[src/design/pic_macros.svh]
`ifndef PIC_MACROS_SVH
`define PIC_MACROS_SVH

// Request lines served by one controller
`define PIC_NUM_IRQ 8

// Bits needed to name one request level
`define PIC_LEVEL_W 3

// CPU data bus
`define PIC_DATA_W 8

// Vector base is what remains of the data byte above the level
`define PIC_BASE_W (`PIC_DATA_W - `PIC_LEVEL_W)

`endif

[src/design/pic_cmd_pkg.sv]
`default_nettype none

`include "pic_macros.svh"

package pic_cmd_pkg;

	// OCW2 command codes that this controller acts on
	localparam logic [2:0] OCW2_NS_EOI = 3'b001;
	localparam logic [2:0] OCW2_SP_EOI = 3'b011;

	// One CPU write, valid for the single cycle wr is high
	typedef struct packed
	{
		logic                   wr;
		logic                   a0;
		logic [`PIC_DATA_W-1:0] data;
	} cpu_write_t;

	typedef struct packed
	{
		logic [2:0] vec_addr;
		logic       marker;
		logic       ltim;
		logic       adi;
		logic       single;
		logic       ic4;
	} icw1_t;

	typedef struct packed
	{
		logic [2:0]              cmd;
		logic [1:0]              sel;
		logic [`PIC_LEVEL_W-1:0] level;
	} ocw2_t;

	typedef struct packed
	{
		logic       spare;
		logic [1:0] smm;
		logic       icw1_bit;
		logic       marker;
		logic       poll;
		logic       read_en;
		logic       read_isr;
	} ocw3_t;

	// Same A0=0 byte seen three ways
	typedef union packed
	{
		icw1_t icw1;
		ocw2_t ocw2;
		ocw3_t ocw3;
	} command_word_u;

endpackage

`default_nettype wire

[src/design/pic_ctl_pkg.sv]
`default_nettype none

`include "pic_macros.svh"

package pic_ctl_pkg;

	// Programmed state, vector base from ICW2 bits 7..3
	typedef struct packed
	{
		logic                    ltim;
		logic [`PIC_BASE_W-1:0]  vector_base;
		logic [`PIC_NUM_IRQ-1:0] mask;
	} pic_config_t;

	// End of interrupt, one cycle
	typedef struct packed
	{
		logic                    valid;
		logic                    specific;
		logic [`PIC_LEVEL_W-1:0] level;
	} eoi_cmd_t;

	// Winner of the priority resolver
	typedef struct packed
	{
		logic                    valid;
		logic [`PIC_LEVEL_W-1:0] level;
	} service_req_t;

	// Moves one level from IRR to ISR
	typedef struct packed
	{
		logic                    latch;
		logic [`PIC_LEVEL_W-1:0] level;
	} ack_pulse_t;

endpackage

`default_nettype wire

[src/design/pic_command_regs.sv]
`timescale 1ns/1ps
`default_nettype none

module pic_command_regs (
	input  wire                          clock,
	input  wire                          rst_n,
	input  wire pic_cmd_pkg::cpu_write_t cpu_wr,
	output pic_ctl_pkg::pic_config_t     cfg,
	output logic                         read_isr,
	output pic_ctl_pkg::eoi_cmd_t        eoi,
	output logic                         poll_req,
	output logic                         init_clear
);

	typedef enum logic [1:0]
	{
		PROG_NONE,
		PROG_ICW2,
		PROG_READY
	} prog_state_t;

	prog_state_t                state;
	pic_cmd_pkg::command_word_u cmd;
	logic                       wr_cmd;
	logic                       wr_data;
	logic                       ready;
	logic                       is_icw1;
	logic                       is_ocw2;
	logic                       is_ocw3;

	assign cmd     = cpu_wr.data;
	assign wr_cmd  = cpu_wr.wr & ~cpu_wr.a0;
	assign wr_data = cpu_wr.wr & cpu_wr.a0;
	assign ready   = (state == PROG_READY);

	// ICW1 restarts programming from any state
	assign is_icw1 = wr_cmd & cmd.icw1.marker;
	assign is_ocw2 = wr_cmd & ready & (cmd.ocw2.sel == 2'b00);
	assign is_ocw3 = wr_cmd & ready & ~cmd.ocw3.icw1_bit & cmd.ocw3.marker;

	assign init_clear = is_icw1;
	assign poll_req   = is_ocw3 & cmd.ocw3.poll;

	assign eoi.valid    = is_ocw2 & ((cmd.ocw2.cmd == pic_cmd_pkg::OCW2_NS_EOI) |
		(cmd.ocw2.cmd == pic_cmd_pkg::OCW2_SP_EOI));
	assign eoi.specific = (cmd.ocw2.cmd == pic_cmd_pkg::OCW2_SP_EOI);
	assign eoi.level    = cmd.ocw2.level;

	always_ff @(posedge clock)
	begin
		if (!rst_n)
		begin
			state    <= PROG_NONE;
			cfg      <= '0;
			read_isr <= 1'b0;
		end
		else if (is_icw1)
		begin
			// SNGL and IC4 are accepted but ignored
			state    <= PROG_ICW2;
			cfg.ltim <= cmd.icw1.ltim;
			cfg.mask <= '0;
			read_isr <= 1'b0;
		end
		else if (wr_data && state == PROG_ICW2)
		begin
			cfg.vector_base <= cpu_wr.data[7:3];
			state           <= PROG_READY;
		end
		else if (wr_data && ready)
		begin
			cfg.mask <= cpu_wr.data;
		end
		else if (is_ocw3 && cmd.ocw3.read_en)
		begin
			read_isr <= cmd.ocw3.read_isr;
		end
	end

endmodule

`default_nettype wire

[src/design/pic_request_latch.sv]
`timescale 1ns/1ps
`default_nettype none

`include "pic_macros.svh"

module pic_request_latch (
	input  wire                          clock,
	input  wire                          rst_n,
	input  wire [`PIC_NUM_IRQ-1:0]       ir,
	input  wire                          ltim,
	input  wire                          init_clear,
	input  wire pic_ctl_pkg::ack_pulse_t ack,
	output logic [`PIC_NUM_IRQ-1:0]      irr
);

	logic [`PIC_NUM_IRQ-1:0] ir_q;
	logic [`PIC_NUM_IRQ-1:0] rise;
	logic [`PIC_NUM_IRQ-1:0] set_req;
	logic [`PIC_NUM_IRQ-1:0] ack_bit;

	assign rise    = ir & ~ir_q;
	assign ack_bit = `PIC_NUM_IRQ'(ack.latch) << ack.level;

	// Level mode follows the line, edge mode needs a fresh rise
	assign set_req = ltim ? ir : rise;

	always_ff @(posedge clock)
	begin
		if (!rst_n)
		begin
			ir_q <= '0;
			irr  <= '0;
		end
		else
		begin
			ir_q <= ir;
			if (init_clear)
			begin
				irr <= '0;
			end
			else
			begin
				// Held bits drop when the line falls
				irr <= (set_req | (irr & ir)) & ~ack_bit;
			end
		end
	end

endmodule

`default_nettype wire

[src/design/pic_service_unit.sv]
`timescale 1ns/1ps
`default_nettype none

`include "pic_macros.svh"

module pic_service_unit (
	input  wire                          clock,
	input  wire                          rst_n,
	input  wire [`PIC_NUM_IRQ-1:0]       irr,
	input  wire [`PIC_NUM_IRQ-1:0]       mask,
	input  wire pic_ctl_pkg::ack_pulse_t ack,
	input  wire pic_ctl_pkg::eoi_cmd_t   eoi,
	input  wire                          init_clear,
	output pic_ctl_pkg::service_req_t    request,
	output logic [`PIC_NUM_IRQ-1:0]      isr
);

	logic [`PIC_NUM_IRQ-1:0] pending;
	logic [`PIC_NUM_IRQ-1:0] ack_bit;
	logic [`PIC_NUM_IRQ-1:0] lowest_isr;
	logic [`PIC_NUM_IRQ-1:0] eoi_bit;

	assign pending = irr & ~mask;
	assign ack_bit = `PIC_NUM_IRQ'(ack.latch) << ack.level;

	// Lowest set bit is the highest priority in service
	assign lowest_isr = isr & (~isr + `PIC_NUM_IRQ'(1));

	always_comb
	begin
		if (!eoi.valid)
			eoi_bit = '0;
		else if (eoi.specific)
			eoi_bit = `PIC_NUM_IRQ'(1) << eoi.level;
		else
			eoi_bit = lowest_isr;
	end

	// Fixed priority with IR0 highest, stopping at the first level in service
	always_comb
	begin : resolve
		logic blocked;
		blocked = 1'b0;
		request = '0;
		for (int i = 0; i < `PIC_NUM_IRQ; i++)
		begin
			if (isr[i])
				blocked = 1'b1;
			if (pending[i] && !blocked && !request.valid)
			begin
				request.valid = 1'b1;
				request.level = `PIC_LEVEL_W'(i);
			end
		end
	end

	always_ff @(posedge clock)
	begin
		if (!rst_n)
		begin
			isr <= '0;
		end
		else if (init_clear)
		begin
			isr <= '0;
		end
		else
		begin
			isr <= (isr | ack_bit) & ~eoi_bit;
		end
	end

endmodule

`default_nettype wire

[src/design/pic_ack_sequencer.sv]
`timescale 1ns/1ps
`default_nettype none

`include "pic_macros.svh"

module pic_ack_sequencer (
	input  wire                            clock,
	input  wire                            rst_n,
	input  wire                            inta_n,
	input  wire                            rd,
	input  wire                            rd_a0,
	input  wire                            poll_req,
	input  wire pic_ctl_pkg::service_req_t request,
	input  wire pic_ctl_pkg::pic_config_t  cfg,
	input  wire                            read_isr,
	input  wire [`PIC_NUM_IRQ-1:0]         irr,
	input  wire [`PIC_NUM_IRQ-1:0]         isr,
	output pic_ctl_pkg::ack_pulse_t        ack,
	output logic                           int_out,
	output logic [`PIC_DATA_W-1:0]         vector,
	output logic                           vector_oe,
	output logic [`PIC_DATA_W-1:0]         rdata,
	output logic                           rdata_valid
);

	typedef enum logic [1:0]
	{
		SEQ_IDLE,
		SEQ_FIRST,
		SEQ_VECTOR,
		SEQ_POLL
	} seq_state_t;

	seq_state_t              state;
	logic                    inta_q;
	logic                    inta_fall;
	logic                    start_ack;
	logic                    poll_read;
	logic                    seq_end;
	logic [`PIC_LEVEL_W-1:0] level_q;

	assign inta_fall = inta_q & ~inta_n;
	assign start_ack = (state == SEQ_IDLE) & inta_fall;
	assign poll_read = (state == SEQ_POLL) & rd;
	assign seq_end   = (state == SEQ_VECTOR) & inta_n;

	assign ack.latch = (start_ack | poll_read) & request.valid;
	assign ack.level = request.level;

	always_ff @(posedge clock)
	begin
		if (!rst_n)
		begin
			state       <= SEQ_IDLE;
			inta_q      <= 1'b1;
			int_out     <= 1'b0;
			vector_oe   <= 1'b0;
			rdata_valid <= 1'b0;
		end
		else
		begin
			inta_q      <= inta_n;
			rdata_valid <= rd;
			case (state)
				SEQ_IDLE:
					if (inta_fall)
						state <= SEQ_FIRST;
					else if (poll_req)
						state <= SEQ_POLL;
				SEQ_FIRST:
					if (inta_fall)
					begin
						state     <= SEQ_VECTOR;
						vector_oe <= 1'b1;
					end
				SEQ_VECTOR:
					if (inta_n)
					begin
						state     <= SEQ_IDLE;
						vector_oe <= 1'b0;
					end
				SEQ_POLL:
					if (rd)
						state <= SEQ_IDLE;
			endcase
			// Held through the sequence, follows the resolver when idle
			if (seq_end || poll_read)
				int_out <= 1'b0;
			else if (state == SEQ_IDLE)
				int_out <= request.valid;
		end
	end

	always_ff @(posedge clock)
	begin
		// Spurious acknowledge reports level 7
		if (start_ack)
			level_q <= request.valid ? request.level : '1;
		if (state == SEQ_FIRST && inta_fall)
			vector <= {cfg.vector_base, level_q};
		if (poll_read)
			rdata <= request.valid ?
				{1'b1, {(`PIC_DATA_W - `PIC_LEVEL_W - 1){1'b0}}, request.level} : '0;
		else if (rd)
			rdata <= rd_a0 ? cfg.mask : (read_isr ? isr : irr);
	end

endmodule

`default_nettype wire

[src/design/pic_top.sv]
`timescale 1ns/1ps
`default_nettype none

`include "pic_macros.svh"

module pic_top (
	input  wire                          clock,
	input  wire                          rst_n,
	input  wire pic_cmd_pkg::cpu_write_t cpu_wr,
	input  wire                          rd,
	input  wire                          rd_a0,
	input  wire                          inta_n,
	input  wire [`PIC_NUM_IRQ-1:0]       ir,
	output logic                         int_out,
	output logic [`PIC_DATA_W-1:0]       vector,
	output logic                         vector_oe,
	output logic [`PIC_DATA_W-1:0]       rdata,
	output logic                         rdata_valid
);

	pic_ctl_pkg::pic_config_t  cfg;
	pic_ctl_pkg::eoi_cmd_t     eoi;
	pic_ctl_pkg::service_req_t request;
	pic_ctl_pkg::ack_pulse_t   ack;
	logic                      read_isr;
	logic                      poll_req;
	logic                      init_clear;
	logic [`PIC_NUM_IRQ-1:0]   irr;
	logic [`PIC_NUM_IRQ-1:0]   isr;

	pic_command_regs command_regs_i (
		.clock      (clock),
		.rst_n      (rst_n),
		.cpu_wr     (cpu_wr),
		.cfg        (cfg),
		.read_isr   (read_isr),
		.eoi        (eoi),
		.poll_req   (poll_req),
		.init_clear (init_clear)
	);

	pic_request_latch request_latch_i (
		.clock      (clock),
		.rst_n      (rst_n),
		.ir         (ir),
		.ltim       (cfg.ltim),
		.init_clear (init_clear),
		.ack        (ack),
		.irr        (irr)
	);

	pic_service_unit service_unit_i (
		.clock      (clock),
		.rst_n      (rst_n),
		.irr        (irr),
		.mask       (cfg.mask),
		.ack        (ack),
		.eoi        (eoi),
		.init_clear (init_clear),
		.request    (request),
		.isr        (isr)
	);

	pic_ack_sequencer ack_sequencer_i (
		.clock       (clock),
		.rst_n       (rst_n),
		.inta_n      (inta_n),
		.rd          (rd),
		.rd_a0       (rd_a0),
		.poll_req    (poll_req),
		.request     (request),
		.cfg         (cfg),
		.read_isr    (read_isr),
		.irr         (irr),
		.isr         (isr),
		.ack         (ack),
		.int_out     (int_out),
		.vector      (vector),
		.vector_oe   (vector_oe),
		.rdata       (rdata),
		.rdata_valid (rdata_valid)
	);

endmodule

`default_nettype wire

[config.mk]
export PLATFORM = sky130hd
export DESIGN_NAME = pic_top
export DESIGN_NICKNAME = d
export VERILOG_FILES = /design/src/design/pic_cmd_pkg.sv /design/src/design/pic_ctl_pkg.sv /design/src/design/pic_command_regs.sv /design/src/design/pic_request_latch.sv /design/src/design/pic_service_unit.sv /design/src/design/pic_ack_sequencer.sv /design/src/design/pic_top.sv
export VERILOG_INCLUDE_DIRS = /design/src /design/src/design
export SDC_FILE = /design/constraint.sdc
export NUM_CORES = 1
export LEC_CHECK = 0
export BUFFER_PORTS_ARGS = -buffer_cell sky130_fd_sc_hd__buf_2
export CAP_MARGIN = 20
export CORE_ASPECT_RATIO = 0.5
export CORE_MARGIN = 2
export CORE_UTILIZATION = 55
export CTS_BUF_LIST = sky130_fd_sc_hd__clkbuf_4
export DETAILED_ROUTE_END_ITERATION = 6
export GPL_TIMING_DRIVEN = 0
export PLACE_DENSITY = 0.77
export SETUP_SLACK_MARGIN = 0.02
export SYNTH_ARGS = -nofsm -noshare
export SYNTH_HDL_FRONTEND = slang
export SYNTH_SLANG_ARGS = --single-unit
[constraint.sdc]
create_clock -name clock -period 2.2 [get_ports clock]
set_input_delay 0.11 -clock clock [delete_from_list [all_inputs] [get_ports clock]]
set_output_delay 0.11 -clock clock [all_outputs]
set_load 0.03 [all_outputs]
After elaboration in Yosys (flattened, before gate mapping)
Index checks and enable logic that the tools add are counted.
{"block": "op_classes", "n_shift": 2, "mux": 35, "n_reduce_logical": 47, "eq_ne": 11, "n_addsub": 1, "bitwise": 36}
{"op": "2-to-1 mux 8 bit", "n": 8}
{"op": "AND 8 bit", "n": 6}
{"op": "NOT 8 bit", "n": 5}
{"op": "2-to-1 mux 4 bit", "n": 8}
{"op": "logical AND 1 bit", "n": 19}
{"op": "bitwise OR 8 bit", "n": 2}
{"op": "zero test 1 bit", "n": 15}
{"op": "AND 1 bit", "n": 14}
{"op": "2-to-1 mux 1 bit", "n": 12}
{"op": "2-to-1 mux 2 bit", "n": 5}
{"op": "adder 8 x 1 -> 8 bit, second input constant", "n": 1}
{"op": "case mux 2 bit (4 select lines)", "n": 1}
{"op": "<< shifter 1 x 3 -> 8 bit", "n": 1}
{"op": "<< shifter 1 x 3 -> 8 bit, first input constant", "n": 1}
{"op": "NOT 1 bit", "n": 7}
{"op": "equality test 2 bit, second input constant", "n": 3}
{"op": "AND reduction 3 bit", "n": 2}
{"op": "nonzero test 2 bit", "n": 3}
{"op": "equality test 2 x 1 -> 1 bit, second input constant", "n": 2}
{"op": "zero test 2 bit", "n": 2}
{"op": "!= test 2 bit, second input constant", "n": 2}
{"op": "AND reduction 2 bit", "n": 2}
{"op": "AND reduction 4 bit", "n": 1}
{"op": "OR reduction 2 bit", "n": 2}
{"op": "7 further kinds", "n": 8}
{"block": "word_totals", "wordCells": 149, "in_bits": 23, "regBits": 66, "out_inout_bits": 19}

Longest topological paths before layout
{"block": "logic_depth", "depth_word": 29, "depth_mapped": 8, "depth_no_buf": 6}

Modules after synthesis
A second synthesis with hierarchy kept.
{"block": "hier_totals", "cells_unflattened": 323, "area_unflattened_um2": 3183.1}
{"mod": "pic_ack_sequencer", "instances": 1, "cells_per_inst": 89, "seq_area_each_um2": 690.7, "area_each_um2": 1181.1}
{"mod": "pic_command_regs", "instances": 1, "cells_per_inst": 85, "seq_area_each_um2": 340.3, "area_each_um2": 720.7}
{"mod": "pic_service_unit", "instances": 1, "cells_per_inst": 94, "seq_area_each_um2": 160.2, "area_each_um2": 676.9}
{"mod": "pic_request_latch", "instances": 1, "cells_per_inst": 55, "seq_area_each_um2": 320.3, "area_each_um2": 604.3}

Worst setup path before layout
Ideal clock, no wire load.
{"block": "synth_timing", "path_type": "flip-flop to flip-flop", "start": "reg service_unit_i.isr[3]", "end": "reg request_latch_i.irr[6]", "required_ps": 2062, "stages_incl_launch_ff": 7, "arrival_ps": 1885, "period_less_slack_ps": 2023, "setup_slack_ps": 177, "n_path_buf": 1, "setup_ps": 138, "path_cell_list": "dfxtp_1 or4_1 buf_2 o22a_4 a31o_4 a2111oi_2 a2111oi_1"}
{"block": "synth_via", "elab_chain_cells": 21, "word_cells_on_any_way": 33, "classes_between": "shift: 1; mux: 10; bitwise: 3; reduce/logical: 19"}
{"element": "start, declared", "line": "pic_service_unit.sv:15", "rtl": "output logic [`PIC_NUM_IRQ-1:0] isr"}
{"element": "start signal, assigned", "line": "pic_service_unit.sv:69", "rtl": "isr <= (isr | ack_bit) & ~eoi_bit;"}
{"element": "2-to-1 mux 1 bit (*)", "line": "pic_service_unit.sv:47", "rtl": "if (isr[i])"}
{"element": "zero test 1 bit", "line": "pic_service_unit.sv:49", "rtl": "if (pending[i] && !blocked && !request.valid)"}
{"element": "logical AND 1 bit (2 in a row)", "line": "pic_service_unit.sv:49"}
{"element": "2-to-1 mux 4 bit", "line": "pic_service_unit.sv:49"}
{"element": "zero test 1 bit", "line": "pic_service_unit.sv:49"}
{"element": "logical AND 1 bit", "line": "pic_service_unit.sv:49"}
{"element": "2-to-1 mux 4 bit", "line": "pic_service_unit.sv:49"}
{"element": "zero test 1 bit", "line": "pic_service_unit.sv:49"}
{"element": "[4 not listed]"}
{"element": "2-to-1 mux 4 bit", "line": "pic_service_unit.sv:49"}
{"element": "zero test 1 bit", "line": "pic_service_unit.sv:49"}
{"element": "logical AND 1 bit", "line": "pic_service_unit.sv:49"}
{"element": "2-to-1 mux 4 bit (*)", "line": "pic_service_unit.sv:49"}
{"element": "AND 1 bit", "line": "pic_ack_sequencer.sv:47", "rtl": "assign ack.latch = (start_ack | poll_read) & request.valid;"}
{"element": "<< shifter 1 x 3 -> 8 bit (no source line) (*)"}
{"element": "NOT 8 bit (*)", "line": "pic_request_latch.sv:44", "rtl": "irr <= (set_req | (irr & ir)) & ~ack_bit;"}
{"element": "AND 8 bit (*)", "line": "pic_request_latch.sv:44"}
{"element": "end signal, assigned", "line": "pic_request_latch.sv:44"}
{"element": "end, declared", "line": "pic_request_latch.sv:13", "rtl": "output logic [`PIC_NUM_IRQ-1:0] irr"}
Every way passes the cells marked *; elsewhere a longest branch is shown, timed or not.
A chain may end at the register's enable or synchronous reset.

Worst setup path in the final report
{"block": "layout_timing", "start": "reg service_unit_i.isr[3]", "end": "reg service_unit_i.isr[4]"}
{"block": "layout_via", "elab_chain_cells": 21, "word_cells_on_any_way": 39, "classes_between": "add/sub: 1; shift: 1; mux: 12; bitwise: 6; reduce/logical: 19"}
{"element": "2-to-1 mux 1 bit", "line": "pic_service_unit.sv:47"}
{"element": "zero test 1 bit", "line": "pic_service_unit.sv:49"}
{"element": "logical AND 1 bit (2 in a row)", "line": "pic_service_unit.sv:49"}
{"element": "2-to-1 mux 4 bit", "line": "pic_service_unit.sv:49"}
{"element": "zero test 1 bit", "line": "pic_service_unit.sv:49"}
{"element": "logical AND 1 bit", "line": "pic_service_unit.sv:49"}
{"element": "2-to-1 mux 4 bit", "line": "pic_service_unit.sv:49"}
{"element": "zero test 1 bit", "line": "pic_service_unit.sv:49"}
{"element": "[4 not listed]"}
{"element": "2-to-1 mux 4 bit", "line": "pic_service_unit.sv:49"}
{"element": "zero test 1 bit", "line": "pic_service_unit.sv:49"}
{"element": "logical AND 1 bit", "line": "pic_service_unit.sv:49"}
{"element": "2-to-1 mux 4 bit", "line": "pic_service_unit.sv:49"}
{"element": "AND 1 bit", "line": "pic_ack_sequencer.sv:47"}
{"element": "<< shifter 1 x 3 -> 8 bit (no source line)"}
{"element": "bitwise OR 8 bit", "line": "pic_service_unit.sv:69"}
{"element": "AND 8 bit (*)", "line": "pic_service_unit.sv:69"}
Marked as above.

==> summary.md <==
| Metric | Value |
|---|---|
| Layout cells sized above 1 | `0.236` |
| CTS clk-pin slew, worst paths | `0.10 ns` |
| WS Path Type | `reg2reg` |
| Hold/Removal Path Class | `in2reg` |
| Worst Path Arrival | `roughly 2.5 ns` |
| Gr ovfl total | `0` |
| Crit. End Element | `flip-flop` |
| WL final | `roughly 8000 um` |
| Setup slack after layout | `0.0464 ns` |
| Hold path endpoint | `request_latch_i.ir_q[0]` |
| Commonest cells after routing, fill and taps aside | `43 x dfxtp_1, 40 x nand2_1, 40 x buf_2` |
| Clk Latency, worst-skew pair | `between 0.4 and 0.5 ns` |
| EDFF count, synth | `19` |
| Period minus WS final | `~2.2 ns` |
| First-pass GRT wire length | `12800 um` |
| Max VDD drop | `541 uV` |
| DRT iter0 DRCs | `roughly 190` |
| Yosys reg bits | `between 60 and 70` |
| Type of element launching the critical path | `flip-flop` |
| WL/cell | `~17 um` |
| Post-DRT Antenna Nets | `0` |
| Hold Fails Final Rpt | `0` |
| Num CTS Buffers | `9` |
| Slew margin rel. | `0.416` |
| Total number of vias | `between 2000 and 3000` |
| Origin of the worst setup path | `service_unit_i.isr[3]` |
| Post-layout util | `0.693` |
| HP Start | `rst_n` |
| RSZ-0062 raised after global routing | `true` |
| Final period util | `0.979` |
| # DRC | `0` |
| Max Cap Viol | `0` |
| Unique cell type count in the Yosys netlist | `59` |
| Area growth syn-to-layout | `22.0%` |
| N_diodes | `0` |
| Clock skew | `~0.013 ns` |
| Synth Flop Type | `dfxtp_1` |
| CTS tree | `built` |
| Hold Path Stages | `2` |
| Starting density of the core | `0.568` |
| Worst-margin pin slew | `about 0.87 ns` |
| I/O Buffers | `40` |
| Initial antenna violation count | `0` |
| Clk sinks | `66` |
| Worst slack at placement | `-0.0412 ns` |
| CP max FO | `6` |
| GRT Overall Usage | `0.281` |
| Vias in the first global route | `between 2000 and 3000` |
| H-tree Lvls | `3` |
| FP Rows | `19` |
| Final setup fails | `0` |
| Largest family of logic cells by synthesized area | `simple AND/OR/NAND/NOR gates` |
| Fmax | `~460 MHz` |
| Die area | `6280 um2` |
| Synth warn | `0` |
| Leakage | `between 1 and 1.5 nW` |
| FF-to-FF End | `service_unit_i.isr[4]` |
| DR pass1 iterations | `6` |
| Run status | `finished, final reports clean` |
| Clock root cell | `clkbuf_4` |
| Routed vias/inst | `5.79` |
| Synthesized net count | `343` |
| Max Buffers Root-to-Sink | `2` |
| Synth Area in Simple Gates | `0.248` |
| Die Ht | `57.0 um` |
| Largest net degree at the start of global routing | `12` |
| R2r setup slk | `approximately 0.046 ns` |
| Post-synthesis mux area share | `0.0526` |
| Die W | `110 um` |
| Core area | `5440 um2` |
| Area share of fa/ha/maj cells after synthesis | `0` |
| Sequential area share after synthesis | `0.489` |
| Power density over the cells | `between 700 and 800 nW/um2` |
| Mapped cell area | `approximately 3100 um2` |
| Final slew viol count | `0` |
| Nets | `between 400 and 500` |
| Mapped Cells | `between 300 and 400` |
| Synth Area in XOR/XNOR | `0.00283` |
| Fraction of registers with async set/reset | `0` |
| Io pins | `42` |
| Compound-Gate Fraction of Synth Area | `0.174` |
| Post-DP HPWL | `5730 um` |
| Critical Path RT | `2.57 ns` |
| R2R Path Start | `service_unit_i.isr[3]` |
| Worst Reg-to-Reg Cells | `6` |
| Syn Area/Cell | `a little under 10 um2` |
| Most common cell after layout, fill and taps aside | `dfxtp_1` |
| Gp weighted congestion | `between 0.9 and 1` |
## cell families (layout without fill, tap and decap cells)
family / count (synthesis) / in the layout
AO/OA/AOI/OAI: 69 / 69
XOR/XNOR: 1 / 1
buffers and inverters: 26 / 104
flip-flops: 66 / 66
multiplexers: 16 / 16
AND/OR/NAND/NOR: 142 / 142
## power breakdown
group,internal [mW],switching [mW]
Clock,0.235,0.441
Sequential,1.33,0.0522
Combinational,0.238,0.371
## routing by layer
layer	up-vias	routed length, um	track usage
met3	17	755	0.0857
li1	1303	-	-
met5	-	0	0
met2	137	3530	0.421
met1	1270	3710	0.391
met4	0	135	0.0904
## flip-flops by register name, indices dropped and copies added, names as in the netlist
name	cells
ack_sequencer_i.vector	8
ack_sequencer_i.rdata_valid	1
command_regs_i.state	2
request_latch_i.ir_q	8
ack_sequencer_i.inta_q	1
command_regs_i.cfg	14
request_latch_i.irr	8
ack_sequencer_i.level_q	3
ack_sequencer_i.rdata	8
ack_sequencer_i.state	2
ack_sequencer_i.int_out	1
command_regs_i.read_isr	1
service_unit_i.isr	8
ack_sequencer_i.vector_oe	1
## Yosys cell counts, drive strengths merged (2+ instances only)
| cell type | instances | area (um2) |
|---|---|---|
| nor3 | 10 | 60.1 |
| a2111oi | 6 | 97.6 |
| or3 | 2 | 12.5 |
| a211oi | 2 | 15.0 |
| and3b | 2 | 17.5 |
| mux2i | 14 | 140 |
| inv | 8 | 30.0 |
| o31ai | 3 | 22.5 |
| mux2 | 2 | 22.5 |
| nand2b | 10 | 62.6 |
| or3b | 2 | 17.5 |
| clkbuf | 13 | 48.8 |
| nor4b | 4 | 35.0 |
| buf | 4 | 17.5 |
| or2 | 2 | 12.5 |
| a31oi | 5 | 31.3 |
| edfxtp | 19 | 571 |
| nand2 | 42 | 160 |
| o21ai | 11 | 55.1 |
| a21oi | 19 | 95.1 |
| a21boi | 2 | 15.0 |
| o21a | 3 | 22.5 |
| nand3 | 5 | 25.0 |
| dfxtp | 47 | 941 |
| o311a | 2 | 20.0 |
| nand3b | 2 | 15.0 |
| nor3b | 5 | 48.8 |
| nand4 | 2 | 12.5 |
| and3 | 3 | 18.8 |
| o221a | 5 | 56.3 |
| a311oi | 2 | 17.5 |
| nor2b | 9 | 56.3 |
| nor2 | 28 | 108 |
| and2 | 9 | 57.6 |
## final cells by class
class | count | area, um2
sequential | 66 | 1520
clock buffer | 10 | 75.1
fill | 426 | 1670
timing repair buffer | 64 | 430
multi-input combinational | 228 | 1530
tap | 73 | 91.3
inverter | 9 | 38.8
clock inverter | 6 | 33.8
buffer | 15 | 63.8
## critical path: stages (launching register included)
cell,delay [ns]
dfxtp_2,0.34
or4_4,0.53
buf_6,0.16
nor3_2,0.22
nand2_2,0.16
a2111oi_4,0.44
o221a_1,0.25
## metrics by stage
step                      TNS (ns)  power [mW]  hold slack [ns]  instances  cell area [um2]
after floorplan                  0        1.77            0.211        320             3090
after global placement     -0.0649        1.91            0.309        433             3380
after detailed placement   -0.0904        1.93            0.322        433             3380
after CTS                        0        2.64          0.00395        471             3720
after global routing       -0.0250        2.80           0.0141        471             3770
final                            0        2.67           0.0381        471             3770
## worst max-delay path by stage
stage / endpoint / slack [ns] / cells past startpoint
floorplan: request_latch_i.irr[6] / 0.18 / 6
global placement: ack_sequencer_i.rdata[1] / -0.04 / 6
detailed placement: ack_sequencer_i.rdata[1] / -0.04 / 7
CTS: service_unit_i.isr[4] / 0.03 / 6
global route: service_unit_i.isr[4] / -0.02 / 6
finish: service_unit_i.isr[4] / 0.05 / 6
## what timing repair did
item | CTS | global route
hold buffers | 20 | 0
hold endpoints to repair | 25 | 0
setup endpoints to repair | 6 | 11
gates resized for setup | 7 | 9
pin swaps | 4 | 3
setup buffers | 3 | 1
(Power assumes the default switching activity.)
